File: src/verilog/cbm2_loader_pkg.sv
// Loader addresses are bank and offset concatenated, so code must honour the BANK_W in use
package cbm2_loader_pkg;

	// ==============================
	// Basic types
	// ==============================

	typedef logic [24:0] addr_t;
	typedef logic [7:0]  byte_t;

	// 0..7 select 730 720 710 630 620 610 500 and custom
	typedef logic [2:0] sys_sel_t;

	// model_b 0 is P and 1 is B
	// ram_size 0 is 256K, 1 is 128K, 2 is 1M
	typedef struct packed {
		logic       model_b;
		logic [1:0] ram_size;
	} loader_cfg_t;

	typedef struct packed {
		addr_t addr;
		byte_t data;
	} mem_wr_t;

	// ==============================
	// APB register map
	// ==============================

	localparam logic [7:0] REG_CONFIG  = 8'h00;
	localparam logic [7:0] REG_CONTROL = 8'h04;
	localparam logic [7:0] REG_DATA    = 8'h08;
	localparam logic [7:0] REG_STATUS  = 8'h0C;

	// BASIC pointers, two bytes each, low byte first
	localparam int unsigned PTR_BANK   = 15;
	localparam logic [7:0]  TXTTAB_OFS = 8'h2D;
	localparam logic [7:0]  TXTEND_OFS = 8'h2F;

	// System selection to model and RAM size
	// Custom takes model from cust[2] and RAM size from cust[1:0]
	function automatic loader_cfg_t decode_cfg(input sys_sel_t sel, input logic [2:0] cust);
		loader_cfg_t c;
		case (sel)
			3'd0, 3'd1, 3'd3, 3'd4: begin
				c.model_b  = 1'b1;
				c.ram_size = 2'd0;
			end
			3'd2, 3'd5: begin
				c.model_b  = 1'b1;
				c.ram_size = 2'd1;
			end
			3'd6: begin
				c.model_b  = 1'b0;
				c.ram_size = 2'd1;
			end
			default: begin
				c.model_b  = cust[2];
				c.ram_size = cust[1:0];
			end
		endcase
		return c;
	endfunction

endpackage
File: src/verilog/cbm2_loader_top.sv
// BANK_W and ERASE_GAP set here are passed to the sequencer, and mem_window comes from the CPU side
module cbm2_loader_top #(
	parameter int BANK_W    = 16,
	parameter int ERASE_GAP = 5
) (
	input  logic                   clk_sys,
	input  logic                   RESET,
	input  logic [7:0]             paddr,
	input  logic                   psel,
	input  logic                   penable,
	input  logic                   pwrite,
	input  logic [31:0]            pwdata,
	input  logic                   mem_window,
	output logic [31:0]            prdata,
	output logic                   pready,
	output logic                   pslverr,
	output logic                   mem_we,
	output cbm2_loader_pkg::addr_t mem_addr,
	output cbm2_loader_pkg::byte_t mem_data
);
	import cbm2_loader_pkg::*;

	loader_cfg_t cfg;
	logic        erase_start;
	logic        dl_open;
	logic        dl_close;
	logic        byte_valid;
	byte_t       byte_data;
	logic        byte_ready;
	logic        erasing;
	logic        downloading;
	logic        injecting;
	logic        req_valid;
	mem_wr_t     req;
	logic        req_ready;

	// ==============================
	// Host register side
	// ==============================

	loader_apb_regs u_regs (
		.clk_sys     (clk_sys),
		.RESET       (RESET),
		.paddr       (paddr),
		.psel        (psel),
		.penable     (penable),
		.pwrite      (pwrite),
		.pwdata      (pwdata),
		.byte_ready  (byte_ready),
		.erasing     (erasing),
		.downloading (downloading),
		.injecting   (injecting),
		.prdata      (prdata),
		.pready      (pready),
		.pslverr     (pslverr),
		.cfg         (cfg),
		.erase_start (erase_start),
		.dl_open     (dl_open),
		.dl_close    (dl_close),
		.byte_valid  (byte_valid),
		.byte_data   (byte_data)
	);

	loader_sequencer #(
		.BANK_W    (BANK_W),
		.ERASE_GAP (ERASE_GAP)
	) u_seq (
		.clk_sys     (clk_sys),
		.RESET       (RESET),
		.cfg         (cfg),
		.erase_start (erase_start),
		.dl_open     (dl_open),
		.dl_close    (dl_close),
		.byte_valid  (byte_valid),
		.byte_data   (byte_data),
		.req_ready   (req_ready),
		.byte_ready  (byte_ready),
		.erasing     (erasing),
		.downloading (downloading),
		.injecting   (injecting),
		.req_valid   (req_valid),
		.req         (req)
	);

	// Memory side
	mem_write_port u_port (
		.clk_sys    (clk_sys),
		.RESET      (RESET),
		.req_valid  (req_valid),
		.req        (req),
		.mem_window (mem_window),
		.req_ready  (req_ready),
		.mem_we     (mem_we),
		.mem_addr   (mem_addr),
		.mem_data   (mem_data)
	);

endmodule

File: src/verilog/mem_write_port.sv
// One write per mem_window, issued only while the window is high
module mem_write_port (
	input  logic                     clk_sys,
	input  logic                     RESET,
	input  logic                     req_valid,
	input  cbm2_loader_pkg::mem_wr_t req,
	input  logic                     mem_window,
	output logic                     req_ready,
	output logic                     mem_we,
	output cbm2_loader_pkg::addr_t   mem_addr,
	output cbm2_loader_pkg::byte_t   mem_data
);
	import cbm2_loader_pkg::*;

	mem_wr_t entry_q;
	logic    full_q;
	logic    fired_q;

	assign req_ready = !full_q;

	// fired_q marks a window that has already been used
	assign mem_we   = full_q && mem_window && !fired_q;
	assign mem_addr = entry_q.addr;
	assign mem_data = entry_q.data;

	always_ff @(posedge clk_sys) begin
		if (RESET) begin
			full_q  <= 1'b0;
			fired_q <= 1'b0;
		end else begin
			if (!mem_window)
				fired_q <= 1'b0;
			else if (mem_we)
				fired_q <= 1'b1;

			if (mem_we)
				full_q <= 1'b0;
			else if (req_valid && req_ready)
				full_q <= 1'b1;
		end
	end

	// Entry payload
	always_ff @(posedge clk_sys) begin
		if (req_valid && req_ready)
			entry_q <= req;
	end

endmodule

File: src/verilog/loader_sequencer.sv
// Addresses are bank times 2^BANK_W plus offset, and ERASE_GAP must be at least 1
module loader_sequencer #(
	parameter int BANK_W    = 16,
	parameter int ERASE_GAP = 5
) (
	input  logic                        clk_sys,
	input  logic                        RESET,
	input  cbm2_loader_pkg::loader_cfg_t cfg,
	input  logic                        erase_start,
	input  logic                        dl_open,
	input  logic                        dl_close,
	input  logic                        byte_valid,
	input  cbm2_loader_pkg::byte_t      byte_data,
	input  logic                        req_ready,
	output logic                        byte_ready,
	output logic                        erasing,
	output logic                        downloading,
	output logic                        injecting,
	output logic                        req_valid,
	output cbm2_loader_pkg::mem_wr_t    req
);
	import cbm2_loader_pkg::*;

	function automatic addr_t bank_base(input logic [8:0] bank);
		return addr_t'(bank) << BANK_W;
	endfunction

	logic [ERASE_GAP-1:0] gap_q;
	logic [1:0]           hdr_cnt;
	logic [2:0]           inj_idx;
	logic [15:0]          start_q;
	logic [15:0]          end_q;
	addr_t                addr_q;
	logic [8:0]           first_bank;
	logic [8:0]           end_bank;
	addr_t                erase_stop;
	logic                 erase_fill;
	logic                 busy;
	logic                 byte_take;
	logic                 erase_due;
	logic                 inj_issue;
	byte_t                inj_data;
	logic [7:0]           inj_ofs;

	assign busy       = erasing | downloading | injecting;
	assign byte_ready = !req_valid && !erasing && !injecting;
	assign byte_take  = byte_valid && byte_ready;
	assign erase_due  = erasing && !req_valid && (&gap_q);
	assign inj_issue  = injecting && !req_valid && !inj_idx[2];

	// Bank 1 for B machines, bank 0 for P
	assign first_bank = {8'd0, cfg.model_b};

	// Last bank covered by the erase
	always_comb begin
		case (cfg.ram_size)
			2'd1:    end_bank = cfg.model_b ? 9'd2 : 9'd1;
			2'd2:    end_bank = 9'd14;
			default: end_bank = cfg.model_b ? 9'd4 : 9'd3;
		endcase
	end

	assign erase_stop = bank_base(end_bank + 9'd1);

	// Same striped pattern the core leaves in fresh RAM
	assign erase_fill = addr_q[BANK_W-2] ^ addr_q[3] ^ addr_q[2];

	// TXTTAB then TXTEND, low byte first
	always_comb begin
		case (inj_idx[1:0])
			2'd0: inj_data = start_q[7:0];
			2'd1: inj_data = start_q[15:8];
			2'd2: inj_data = end_q[7:0];
			default: inj_data = end_q[15:8];
		endcase
		inj_ofs = (inj_idx[1] ? TXTEND_OFS : TXTTAB_OFS) + {7'd0, inj_idx[0]};
	end

	// ==============================
	// Activity control
	// ==============================

	always_ff @(posedge clk_sys) begin
		if (RESET) begin
			erasing     <= 1'b0;
			downloading <= 1'b0;
			injecting   <= 1'b0;
			req_valid   <= 1'b0;
			gap_q       <= '0;
			hdr_cnt     <= 2'd0;
			inj_idx     <= 3'd0;
		end else begin
			if (req_valid && req_ready)
				req_valid <= 1'b0;

			// Erase wins over a download opened in the same cycle
			if (!busy) begin
				if (erase_start) begin
					erasing <= 1'b1;
					gap_q   <= '0;
				end else if (dl_open) begin
					downloading <= 1'b1;
					hdr_cnt     <= 2'd0;
				end
			end

			// Pace counter only runs while no request is outstanding
			if (erasing && !req_valid) begin
				gap_q <= gap_q + 1'b1;
				if (&gap_q) begin
					if (addr_q == erase_stop)
						erasing <= 1'b0;
					else
						req_valid <= 1'b1;
				end
			end

			if (downloading) begin
				if (byte_take) begin
					if (hdr_cnt[1])
						req_valid <= 1'b1;
					else
						hdr_cnt <= hdr_cnt + 2'd1;
				end
				if (dl_close) begin
					downloading <= 1'b0;
					injecting   <= 1'b1;
					inj_idx     <= 3'd0;
				end
			end

			if (injecting && !req_valid) begin
				if (inj_idx[2]) begin
					injecting <= 1'b0;
				end else begin
					req_valid <= 1'b1;
					inj_idx   <= inj_idx + 3'd1;
				end
			end
		end
	end

	// ==============================
	// Address counter and request
	// ==============================

	always_ff @(posedge clk_sys) begin
		if (!busy && erase_start)
			addr_q <= bank_base(first_bank);

		if (erase_due && addr_q != erase_stop) begin
			req.addr <= addr_q;
			req.data <= {8{erase_fill}};
			addr_q   <= addr_q + 1'b1;
		end

		// Header bytes then payload, bytes outside a download are dropped
		if (downloading && byte_take) begin
			case (hdr_cnt)
				2'd0: start_q[7:0] <= byte_data;
				2'd1: begin
					start_q[15:8] <= byte_data;
					end_q         <= {byte_data, start_q[7:0]};
					addr_q        <= bank_base(first_bank) + addr_t'({byte_data, start_q[7:0]});
				end
				default: begin
					req.addr <= addr_q;
					req.data <= byte_data;
					addr_q   <= addr_q + 1'b1;
					end_q    <= end_q + 16'd1;
				end
			endcase
		end

		if (inj_issue) begin
			req.addr <= bank_base(9'(PTR_BANK)) + addr_t'(inj_ofs);
			req.data <= inj_data;
		end
	end

endmodule

File: src/verilog/loader_apb_regs.sv
// Each REG_DATA write holds pready low until the sequencer has taken its byte, so a byte is never dropped
module loader_apb_regs (
	input  logic                        clk_sys,
	input  logic                        RESET,
	input  logic [7:0]                  paddr,
	input  logic                        psel,
	input  logic                        penable,
	input  logic                        pwrite,
	input  logic [31:0]                 pwdata,
	input  logic                        byte_ready,
	input  logic                        erasing,
	input  logic                        downloading,
	input  logic                        injecting,
	output logic [31:0]                 prdata,
	output logic                        pready,
	output logic                        pslverr,
	output cbm2_loader_pkg::loader_cfg_t cfg,
	output logic                        erase_start,
	output logic                        dl_open,
	output logic                        dl_close,
	output logic                        byte_valid,
	output cbm2_loader_pkg::byte_t      byte_data
);
	import cbm2_loader_pkg::*;

	logic [5:0] config_q;
	logic       data_done;
	logic       access;
	logic       wr_access;
	logic       cfg_wr;
	logic       ctrl_wr;
	logic       data_wr;

	// ==============================
	// Access decode
	// ==============================

	assign access    = psel & penable;
	assign wr_access = access & pwrite;
	assign cfg_wr    = wr_access && (paddr == REG_CONFIG);
	assign ctrl_wr   = wr_access && (paddr == REG_CONTROL);
	assign data_wr   = wr_access && (paddr == REG_DATA);

	// Data writes wait for the handoff, everything else completes at once
	assign pready  = !data_wr || data_done;
	assign pslverr = 1'b0;

	// Bits 2:0 system, bits 5:3 custom fields
	assign cfg = decode_cfg(sys_sel_t'(config_q[2:0]), config_q[5:3]);

	always_comb begin
		case (paddr)
			REG_CONFIG: prdata = {26'd0, config_q};
			REG_STATUS: prdata = {29'd0, injecting, downloading, erasing};
			default:    prdata = 32'd0;
		endcase
	end

	// ==============================
	// Control and byte handoff
	// ==============================

	always_ff @(posedge clk_sys) begin
		if (RESET) begin
			config_q    <= 6'd0;
			erase_start <= 1'b0;
			dl_open     <= 1'b0;
			dl_close    <= 1'b0;
			byte_valid  <= 1'b0;
			data_done   <= 1'b0;
		end else begin
			// One-cycle pulses after the access phase
			erase_start <= ctrl_wr & pwdata[0];
			dl_open     <= ctrl_wr & pwdata[1];
			dl_close    <= ctrl_wr & pwdata[2];

			if (cfg_wr)
				config_q <= pwdata[5:0];

			if (byte_valid && byte_ready) begin
				byte_valid <= 1'b0;
				data_done  <= 1'b1;
			end else if (data_wr && !byte_valid && !data_done) begin
				byte_valid <= 1'b1;
			end

			// Access completes this cycle
			if (data_wr && data_done)
				data_done <= 1'b0;
		end
	end

	// Byte payload
	always_ff @(posedge clk_sys) begin
		if (data_wr && !byte_valid && !data_done)
			byte_data <= pwdata[7:0];
	end

endmodule

File: config.mk
export PLATFORM = sky130hd
export DESIGN_NAME = cbm2_loader_top
export DESIGN_NICKNAME = d
export VERILOG_FILES = /design/src/verilog/cbm2_loader_pkg.sv /design/src/verilog/cbm2_loader_top.sv /design/src/verilog/mem_write_port.sv /design/src/verilog/loader_sequencer.sv /design/src/verilog/loader_apb_regs.sv
export SDC_FILE = /design/constraint.sdc
export NUM_CORES = 1
export LEC_CHECK = 0
export BUFFER_PORTS_ARGS = -buffer_cell sky130_fd_sc_hd__clkbuf_2
export CAP_MARGIN = 10
export CORE_ASPECT_RATIO = 0.6
export CORE_UTILIZATION = 55
export CTS_CLUSTER_DIAMETER = 40
export DETAILED_ROUTE_END_ITERATION = 12
export PLACE_DENSITY_LB_ADDON = 0.08
export SKIP_LAST_GASP = 1
export SLEW_MARGIN = 40
export SYNTH_ARGS = -nofsm -noshare
export SYNTH_HDL_FRONTEND = slang
export SYNTH_SLANG_ARGS = --single-unit
File: constraint.sdc
create_clock -name clk_sys -period 4.1 [get_ports clk_sys]
set_input_delay 0 -clock clk_sys [delete_from_list [all_inputs] [get_ports clk_sys]]
set_output_delay 0 -clock clk_sys [all_outputs]
set_load 0.05 [all_outputs]
==> reports/summary.txt, run 1 <==
mux share of post-synthesis cell area: 0.00938
clk slew on worst S/H paths: 0.06 ns
Final nets: 862
vias in the first global route: 5,509
Synth area leader: edfxtp_1
TritonCTS clock tree: built
met3 Resource Use GR: 0.0676
Simple-Gate Fraction of Synth Area: 0.174
worst-margin pin slew: 0.850 ns
Post-Synth XOR/XNOR Area: 0.0266
Hold Violations, Final: 0
fraction of layout instances using a drive strength above 1: 0.154
main combinational cell family by area after synthesis: compound AO/OA/AOI/OAI gates
met1 Use GR: 0.393
DIE HEIGHT: 92.3 um
maximum vdd drop: 0.264 mV
commonest non-fill, non-tap cell in the layout: dfxtp_1
routed len/inst: 18.9 um
Post-Syn Area: 0.00747 sq mm
most frequent cells in the layout: dfxtp_1 (85), nand2_1 (77), edfxtp_1 (73), clkbuf_2 (62), a21oi_1 (56)
synth unique cells: 69
Setup TNS: 0 ns
final setup vio count: 0
global routing usage on met2: 0.393
fin crit period: 3.76 ns
final-report max-slew violation count: 0
Main synth FF type: dfxtp_1
Vias: 6,013
global route hottest layer: met1
Die ar.: 0.0141 sq mm
PwrDens: 399 mW/mm^2
H-tree lvl count: 4
Reg2Reg Setup Slack: 0.34 ns
CTS buffer count: 17
worst setup path end: u_seq.req[4]$_DFF_P_
maximum root-to-sink buffer count: 2
Adder-Cell Fraction of Synth Area: 0.0201
Die Width: 152 um
row cnt: 32
setup bufs post-CTS: 0
antenna violations before repair: 0
post-synthesis cell count: 747
RSZ-0062 raised after global routing: no
status: complete, no violations
Max-slew headroom: 0.429
startpoint types: flip-flop
pin count of the biggest net entering global routing: 34
Crit path required time: 4.41 ns
FF+latch count, synth: 158
grt ovf: 0
synthesized area per cell: 10.0 sq um
Critical Path Source: u_regs.config_q[1]$_SDFFE_PP0P_
Max FO, Critical Path: 32
# Max-Cap Violations: 0
crit share post-route: 0.917
Synth area leaders: edfxtp_1 (29%), dfxtp_1 (23%), nand2_1 (3.9%)
core area: 0.0131 sq mm
DRC violations left: 0
clk_skew: 0.0124 ns
fraction of registers with async set or reset after synthesis: 0
WL final: 18.7 mm
Ys Warns: 0
ANT cells: 0
Ports: 114
fraction of the mapped netlist area in compound gates: 0.182
port bufs: 62
EDFF count, synth: 73
Worst Hold Class: input pin to flip-flop
Area after DPL: 0.00777 sq mm
Tot GR Track Use: 0.268
hpwl dp: 12.6 mm
Fmax achieved: 266 MHz
CP Capture Type: flip-flop
area grow syn2layout: 13.3%
Leak: 3.10 nW
clk root buf: clkbuf_16
Skew-Pair Late Insertion Delay: 0.43 ns
top cell type's share of synthesized area: 0.294
placer congestion estimate: 0.880
r2r endpoint: u_seq.req[4]$_DFF_P_
fill count: 1,064
final instance area: 0.00846 sq mm
antenna-violating nets left: 0
Iteration-0 DRC Markers: 594
vias per inst: 6.09
clk sinks: 158
DR pass1 iterations: 8
first-pass GRT wire length: 29.1 mm
sequential-to-total area share from yosys stat: 0.521
path type of the worst setup path: flip-flop to flip-flop
initial core utilization: 0.572
worst reg2reg path startpoint: u_regs.config_q[1]$_SDFFE_PP0P_
Reg2Reg Depth: 12
Worst EP arrival: 4.07 ns
worst max-delay path: stages (launching register included):
cell	delay, ns
dfxtp_1	0.36
and2_1	0.30
nand3_1	0.17
ha_1	0.40
a211oi_1	0.28
a21oi_1	0.08
ha_1	0.31
xnor2_1	0.16
nand3_1	0.13
a211oi_4	0.41
a31o_4	0.51
nand3_2	0.25
o211a_1	0.27
state kept, by name, summed over array words and instances, names as in the netlist, 2 cells and up:
register,cells
u_port.mem_data,8
u_seq.start_q,16
u_seq.inj_idx,3
u_port.mem_addr,25
u_regs.config_q,6
u_regs.byte_data,8
u_seq.addr_q,25
u_seq.end_q,16
u_seq.gap_q,5
u_seq.hdr_cnt,2
u_seq.req,33
logic make-up (layout without fill, tap and decap cells):
logic type	Yosys count	after routing
compound gates	196	197
mux	7	7
simple gates	263	263
other cells	1	27
flops	158	158
fa+ha+maj	12	12
xor+xnor	21	21
buf+inv	89	132
how the worst min path moves through the flow:
stage | end | startpoint | cells past startpoint | slack, ns
2_1_floorplan | u_regs.byte_data[0]$_DFFE_PP_ | pwdata[0] | 0 | 0.1
3_3_place_gp | u_regs.byte_data[6]$_DFFE_PP_ | pwdata[6] | 1 | 0.18
3_5_place_dp | u_regs.byte_data[7]$_DFFE_PP_ | pwdata[7] | 1 | 0.18
4_1_cts | u_regs.dl_close$_SDFF_PP0_ | paddr[3] | 3 | 0.01
5_1_grt | u_regs.dl_open$_SDFF_PP0_ | paddr[3] | 3 | 0.05
6_report | u_regs.erase_start$_SDFF_PP0_ | paddr[3] | 3 | 0.02
Yosys cell counts, drive strengths merged (9+ instances only):
| cell type | count |
|---|---|
| a21oi | 56 |
| a221o | 10 |
| a22oi | 9 |
| and2 | 15 |
| buf | 42 |
| clkbuf | 28 |
| dfxtp | 85 |
| edfxtp | 73 |
| ha | 12 |
| inv | 19 |
| nand2 | 79 |
| nand3 | 54 |
| nand4 | 11 |
| nor2 | 52 |
| nor3 | 10 |
| o211ai | 11 |
| o21ai | 52 |
| xnor2 | 13 |
through the flow:
step / utilization / hold WS, ns / cells / power, mW / worst slack, ns
6_report: 0.648 / 0.0232 / 987 / 3.38 / 0.340
5_1_grt: 0.648 / 0.0458 / 987 / 3.46 / 0.151
4_1_cts: 0.647 / 0.0141 / 986 / 3.38 / 0.242
3_5_place_dp: 0.596 / 0.179 / 945 / 1.84 / 0.240
3_3_place_gp: 0.595 / 0.180 / 945 / 1.84 / 0.476
2_1_floorplan: - / 0.0989 / 773 / 1.84 / 1.07
timing repair:
item,CTS,global route
hold buffers,9,0
hold endpoints to repair,19,0
resized for setup,0,0
setup endpoints to repair,0,1
layout make-up:
cell class                      count  area, sq um  share of cell area
Clock buffer                       24          504              0.0596
Clock inverter                      8         78.8             0.00932
Inverter                           19         71.3             0.00843
Multi-Input combinational cell    527         3210               0.380
Sequential cell                   158         3890               0.460
Tap cell                          170          213              0.0251
Timing Repair Buffer               81          488              0.0577
metal layers:
layer  wire length, um  part of all wire
met1              8840              0.47
met2              8180              0.44
met3              1430             0.077
met4               219             0.012
met5                 0                 0
where the power goes:
part / total, mW / switching, mW / leakage, nW / internal [mW]
clock: 1.56 / 0.635 / 0.283 / 0.925
combinational: 0.122 / 0.0831 / 1.48 / 0.0387
sequential: 1.70 / 0.0243 / 1.34 / 1.67
Note: power is estimated with default switching activity, not from simulation.
==> run 2: changes to the inputs <==
--- a/config.mk
+++ b/config.mk
@@ -8,7 +8,7 @@
 export BUFFER_PORTS_ARGS = -buffer_cell sky130_fd_sc_hd__clkbuf_2
 export CAP_MARGIN = 10
 export CORE_ASPECT_RATIO = 0.6
-export CORE_UTILIZATION = 55
+export CORE_UTILIZATION = 35
 export CTS_CLUSTER_DIAMETER = 40
 export DETAILED_ROUTE_END_ITERATION = 12
 export PLACE_DENSITY_LB_ADDON = 0.08
==> reports/summary.txt, run 2 (synthesis gave the netlist of run 1 again) <==
initial core utilization: 0.365 (was 0.572)
Final nets: 867 (was 862)
antenna violations before repair: 0 (unchanged)
final-report max-slew violation count: 0 (unchanged)
ANT cells: 0 (unchanged)
vias in the first global route: 5,435 (was 5,509)
TritonCTS clock tree: built (unchanged)
pin count of the biggest net entering global routing: 34 (unchanged)
# Max-Cap Violations: 0 (unchanged)
maximum vdd drop: 0.271 mV (was 0.264 mV)
routed len/inst: 18.0 um (was 18.9 um)
Iteration-0 DRC Markers: 420 (was 594)
maximum root-to-sink buffer count: 2 (unchanged)
Top Metal Used: met4 (unchanged)
area of the multi-input gates: 0.00321 sq mm (unchanged)
crit share post-route: 0.908 (was 0.917)
worst reg2reg path startpoint: u_regs.config_q[2]$_SDFFE_PP0P_ (was u_regs.config_q[1]$_SDFFE_PP0P_)
startpoint types: flip-flop (unchanged)
row cnt: 40 (was 32)
max reg flops: 33 (unchanged)
Reg with most FFs: u_seq.req (unchanged)
CP Capture Type: flip-flop (unchanged)
clk slew on worst S/H paths: 0.06 ns (about the same)
CTS buffer count: 17 (unchanged)
hpwl dp: 13.8 mm (was 12.6 mm)
overall power: 3.42 mW (was 3.38 mW)
Met2 Wirelength: 8.07 mm (was 8.18 mm)
Fmax achieved: 269 MHz (was 266 MHz)
status: complete, no violations (unchanged)
Setup TNS: 0 ns (unchanged)
post-layout util: 0.423 (was 0.648)
H-tree lvl count: 4 (unchanged)
path type of the worst setup path: flip-flop to flip-flop (unchanged)
Die Width: 191 um (was 152 um)
HP Start: paddr[2] (was paddr[3])
Die ar.: 0.0219 sq mm (was 0.0141 sq mm)
Ports: 114 (unchanged)
DIE HEIGHT: 115 um (was 92.3 um)
fraction of layout instances using a drive strength above 1: 0.162 (was 0.154)
Max FO, Critical Path: 31 (was 32)
PwrDens: 395 mW/mm^2 (was 399 mW/mm^2)
Gates resized, CTS repair: 0 (unchanged)
RSZ-0062 raised after global routing: no (unchanged)
clk_skew: 0.0110 ns (was 0.0124 ns)
commonest non-fill, non-tap cell in the layout: dfxtp_1 (unchanged)
Max-slew headroom: 0.471 (was 0.429)
grt ovf: 0 (unchanged)
WL met3: 1.12 mm (was 1.43 mm)
Worst EP arrival: 4.04 ns (was 4.07 ns)
area grow syn2layout: 15.9% (was 13.3%)
fill count: 2,003 (was 1,064)
vias per inst: 5.36 (was 6.09)
placer congestion estimate: 0.818 (was 0.880)
final setup vio count: 0 (unchanged)
Tot GR Track Use: 0.184 (was 0.268)
port bufs: 62 (unchanged)
M1 WL: 10.4 mm (was 8.84 mm)
worst-margin pin slew: 0.787 ns (was 0.850 ns)
Sequential Area: 0.00389 sq mm (unchanged)
Leak: 3.12 nW (was 3.10 nW)
Critical Path Source: u_regs.config_q[2]$_SDFFE_PP0P_ (was u_regs.config_q[1]$_SDFFE_PP0P_)
first-pass GRT wire length: 30.6 mm (was 29.1 mm)
DRC violations left: 0 (unchanged)
WL final: 19.7 mm (was 18.7 mm)
Hold WS: 0.0539 ns (was 0.0232 ns)
Hold Violations, Final: 0 (unchanged)
fin crit period: 3.72 ns (was 3.76 ns)
antenna-violating nets left: 0 (unchanged)
Crit path required time: 4.42 ns (was 4.41 ns)
Skew-Pair Late Insertion Delay: 0.43 ns (about the same)
Worst Hold Class: input pin to flip-flop (unchanged)
setup bufs post-CTS: 0 (unchanged)
clk root buf: clkbuf_16 (unchanged)
DR pass1 iterations: 7 (was 8)
clk sinks: 158 (unchanged)
most frequent cells in the layout: dfxtp_1 (85), nand2_1 (77), edfxtp_1 (73), clkbuf_2 (62), a21oi_1 (56) (unchanged)
core area: 0.0205 sq mm (was 0.0131 sq mm)
Vias: 5,866 (was 6,013)
-- run 2: worst paths after layout --
path                            cells after the start  slack, ns                            end
worst max-delay path                               13       0.38        u_seq.addr_q[1]$_DFF_P_
worst min-delay path                                4       0.05  u_regs.data_done$_SDFFE_PP0P_
worst max register to register                     13       0.38        u_seq.addr_q[1]$_DFF_P_
worst min register to register                      0       0.43   u_port.mem_addr[7]$_DFFE_PP_
-- run 2: repair_timing --
item / in CTS / in global routing
endpoints found under the setup margin: 0 / 8
hold buffers: 10 / 0
hold endpoints to repair: 19 / 0
-- run 2: power breakdown --
group | internal (mW) | switching [mW]
Sequential | 1.67 | 0.0223
Combinational | 0.0394 | 0.0837
Clock | 0.905 | 0.693
Total | 2.62 | 0.799
-- run 2: metal layers --
| layer | vias to the layer above | global-route usage |
|---|---|---|
| li1 | 2835 | - |
| met1 | 2842 | 0.276 |
| met2 | 173 | 0.261 |
| met3 | 16 | 0.0424 |
| met4 | 0 | 0.0517 |
| met5 | - | 0 |
-- run 2: cell type report --
type                    count  share of cell area
clock buffers              17              0.0492
clock inverters            15              0.0186
inverters                  19             0.00824
multi-input cells         527               0.371
flip-flops and latches    158               0.450
well taps                 273              0.0395
repair buffers             86              0.0633
-- run 2: worst max-delay path, cell delays in order, from the launching register on --
cell	delay [ns]
dfxtp_1	0.37
and2_1	0.30
nand3_1	0.17
ha_1	0.39
a211oi_1	0.25
a21oi_1	0.07
ha_1	0.30
xnor2_1	0.19
nand3_1	0.15
a211oi_4	0.43
a31o_4	0.35
buf_12	0.23
nand2_4	0.08
a221o_1	0.33
-- run 2: per-stage QoR --
stage | std cells | area, sq um | setup slack [ns]
after global placement | 1051 | 7930 | 0.378
after CTS | 1094 | 8640 | 0.313
after detailed placement | 1052 | 7960 | 0.337
after floorplan | 773 | 7570 | 1.07
after global routing | 1095 | 8650 | 0.0631
final | 1095 | 8650 | 0.379
==> run 3: changes to the inputs <==
--- a/config.mk
+++ b/config.mk
@@ -11,9 +11,10 @@
 export CORE_UTILIZATION = 35
 export CTS_CLUSTER_DIAMETER = 40
 export DETAILED_ROUTE_END_ITERATION = 12
+export GPL_TIMING_DRIVEN = 0
 export PLACE_DENSITY_LB_ADDON = 0.08
 export SKIP_LAST_GASP = 1
-export SLEW_MARGIN = 40
+export SLEW_MARGIN = 30
 export SYNTH_ARGS = -nofsm -noshare
 export SYNTH_HDL_FRONTEND = slang
 export SYNTH_SLANG_ARGS = --single-unit
==> reports/summary.txt, run 3 (synthesis gave the netlist of run 1 again) <==
status: complete, no violations (unchanged)
Iteration-0 DRC Markers: 442 (was 420)
Min-Delay Endpoint: u_regs.dl_open$_SDFF_PP0_ (was u_regs.data_done$_SDFFE_PP0P_)
Die Width: 191 um (unchanged)
Met2 Wirelength: 8.71 mm (was 8.07 mm)
area grow syn2layout: 19.5% (was 15.9%)
vias in the first global route: 5,814 (was 5,435)
commonest non-fill, non-tap cell in the layout: dfxtp_1 (unchanged)
TritonCTS clock tree: built (unchanged)
clk root buf: clkbuf_16 (unchanged)
Fmax achieved: 257 MHz (was 269 MHz)
HP Start: paddr[3] (was paddr[2])
Ports: 114 (unchanged)
worst reg2reg path startpoint: u_regs.config_q[1]$_SDFFE_PP0P_ (was u_regs.config_q[2]$_SDFFE_PP0P_)
Hold WS: 0.0301 ns (was 0.0539 ns)
most frequent cells in the layout: dfxtp_1 (85), nand2_1 (78), edfxtp_1 (73), clkbuf_2 (63), a21oi_1 (56) (was dfxtp_1 (85), nand2_1 (77), edfxtp_1 (73), clkbuf_2 (62), a21oi_1 (56))
Reg2Reg Setup Slack: 0.21 ns (was 0.38 ns)
routed len/inst: 19.0 um (was 18.0 um)
maximum root-to-sink buffer count: 2 (unchanged)
ANT cells: 0 (unchanged)
crit-path cells: and2_1 > clkbuf_2 > nand3_1 > ha_1 > a211oi_1 > a21oi_1 > ha_1 > xnor2_1 > nand3_1 > a211oi_4 > a31oi_4 > nor2_1 > o211ai_1 (was and2_1 > nand3_1 > ha_1 > a211oi_1 > a21oi_1 > ha_1 > xnor2_1 > nand3_1 > a211oi_4 > a31o_4 > buf_12 > nand2_4 > a221o_1)
Top Metal Used: met4 (unchanged)
port bufs: 61 (was 62)
final-report max-slew violation count: 0 (unchanged)
slowest CP cell: nor2_1 (was a211oi_4)
vias per inst: 5.36 (about the same)
Buf/Inv on CP: 1 (unchanged)
r2r endpoint: u_seq.req[26]$_SDFF_PP1_ (was u_seq.addr_q[1]$_DFF_P_)
DR pass1 iterations: 5 (was 7)
startpoint types: flip-flop (unchanged)
post-layout util: 0.436 (was 0.423)
# Max-Cap Violations: 0 (unchanged)
CP Capture Type: flip-flop (unchanged)
DIE HEIGHT: 115 um (unchanged)
Vias: 6,174 (was 5,866)
DP Cell Count: 1,108 (was 1,052)
clk_skew: 0.00943 ns (was 0.0110 ns)
Tot GR Track Use: 0.208 (was 0.184)
Reg2Reg Depth: 13 (unchanged)
WL final: 21.9 mm (was 19.7 mm)
worst-margin pin slew: 0.922 ns (was 0.787 ns)
DRC violations left: 0 (unchanged)
WL met3: 1.49 mm (was 1.12 mm)
Max FO, Critical Path: 9 (was 31)
Die ar.: 0.0219 sq mm (unchanged)
grt ovf: 0 (unchanged)
row cnt: 40 (unchanged)
Worst EP arrival: 4.16 ns (was 4.04 ns)
core area: 0.0205 sq mm (unchanged)
area of the multi-input gates: 0.00320 sq mm (was 0.00321 sq mm)
Skew-Pair Late Insertion Delay: 0.43 ns (about the same)
setup bufs post-CTS: 0 (unchanged)
initial core utilization: 0.365 (unchanged)
fraction of layout instances using a drive strength above 1: 0.179 (was 0.162)
hold depth: 3 (was 4)
hpwl dp: 16.3 mm (was 13.8 mm)
clk sinks: 158 (unchanged)
CP top delay family: simple AND/OR/NAND/NOR gates (was compound AO/OA/AOI/OAI gates)
pin count of the biggest net entering global routing: 26 (was 34)
Reg with most FFs: u_seq.req (unchanged)
max reg flops: 33 (unchanged)
Non-Filler Instances: 1,151 (was 1,095)
clk slew on worst S/H paths: 0.06 ns (about the same)
antenna-violating nets left: 0 (unchanged)
antenna violations before repair: 0 (unchanged)
crit share post-route: 0.949 (was 0.908)
Max-slew headroom: 0.383 (was 0.471)
Setup TNS: 0 ns (unchanged)
M1 WL: 11.4 mm (was 10.4 mm)
maximum vdd drop: 0.276 mV (was 0.271 mV)
Hold Violations, Final: 0 (unchanged)
CTS buffer count: 17 (unchanged)
Sequential Area: 0.00389 sq mm (unchanged)
first-pass GRT wire length: 33.7 mm (was 30.6 mm)
Worst Hold Class: input pin to flip-flop (unchanged)
path type of the worst setup path: flip-flop to flip-flop (unchanged)
Crit path required time: 4.36 ns (was 4.42 ns)
placer congestion estimate: 0.925 (was 0.818)
final setup vio count: 0 (unchanged)
RSZ-0062 raised after global routing: no (unchanged)
crit-path max cell delay: 0.77 ns (was 0.43 ns)
H-tree lvl count: 4 (unchanged)
fill count: 2,034 (was 2,003)
PwrDens: 375 mW/mm^2 (was 395 mW/mm^2)
overall power: 3.35 mW (was 3.42 mW)
Leak: 3.28 nW (was 3.12 nW)
Final nets: 923 (was 867)
fin crit period: 3.89 ns (was 3.72 ns)
==> run 3: area by class of cell <==
class / instances / area share
clock buffers: 18 / 0.0481
multi-input cells: 526 / 0.359
plain buffers: 70 / 0.0474
flip-flops and latches: 158 / 0.436
inverters: 19 / 0.00799
repair buffers: 73 / 0.0496
clock inverters: 14 / 0.0135
well taps: 273 / 0.0383
==> run 3: power breakdown <==
part           switching, mW  internal (mW)
Sequential            0.0212           1.67
Combinational         0.0896         0.0577
Clock                  0.672          0.832
==> run 3: worst min-delay path, delay by kind of cell <==
kind | cells | cell delay (ns)
AND/OR/NAND/NOR | 2 | 0.26
buffers and inverters | 1 | 0.15
==> run 3: repair_timing <==
item                      4_1_cts  5_1_grt
hold buffers                   11        0
hold endpoints to repair       21        0
resized for setup               0        0
==> run 3: per-stage QoR <==
stage                     instance area (sq um)  worst slack, ns
after floorplan                            7570             1.07
after global placement                     8210            0.298
final                                      8920            0.209
after global routing                       8920          0.00229
after detailed placement                   8260            0.260
after CTS                                  8920            0.228
==> run 3: how the worst max path moves through the flow <==
stage / from / to / slack (ns) / depth (start not counted)
2_1_floorplan: u_regs.config_q[2]$_SDFFE_PP0P_ / u_seq.addr_q[1]$_DFF_P_ / 1.07 / 14
3_3_place_gp: u_regs.config_q[2]$_SDFFE_PP0P_ / u_seq.req[13]$_SDFF_PP1_ / 0.30 / 14
3_5_place_dp: u_regs.config_q[1]$_SDFFE_PP0P_ / u_seq.req[26]$_SDFF_PP1_ / 0.26 / 13
4_1_cts: u_regs.config_q[1]$_SDFFE_PP0P_ / u_seq.req[26]$_SDFF_PP1_ / 0.23 / 13
5_1_grt: u_regs.config_q[2]$_SDFFE_PP0P_ / u_seq.req[24]$_SDFF_PP1_ / 0.002 / 13
6_report: u_regs.config_q[1]$_SDFFE_PP0P_ / u_seq.req[26]$_SDFF_PP1_ / 0.21 / 13
==> run 3: metal layers <==
layer | vias up | global-route usage
li1 | 2931 | -
met1 | 3032 | 0.314
met2 | 192 | 0.284
met3 | 19 | 0.0577
met4 | 0 | 0.0608
met5 | - | 0
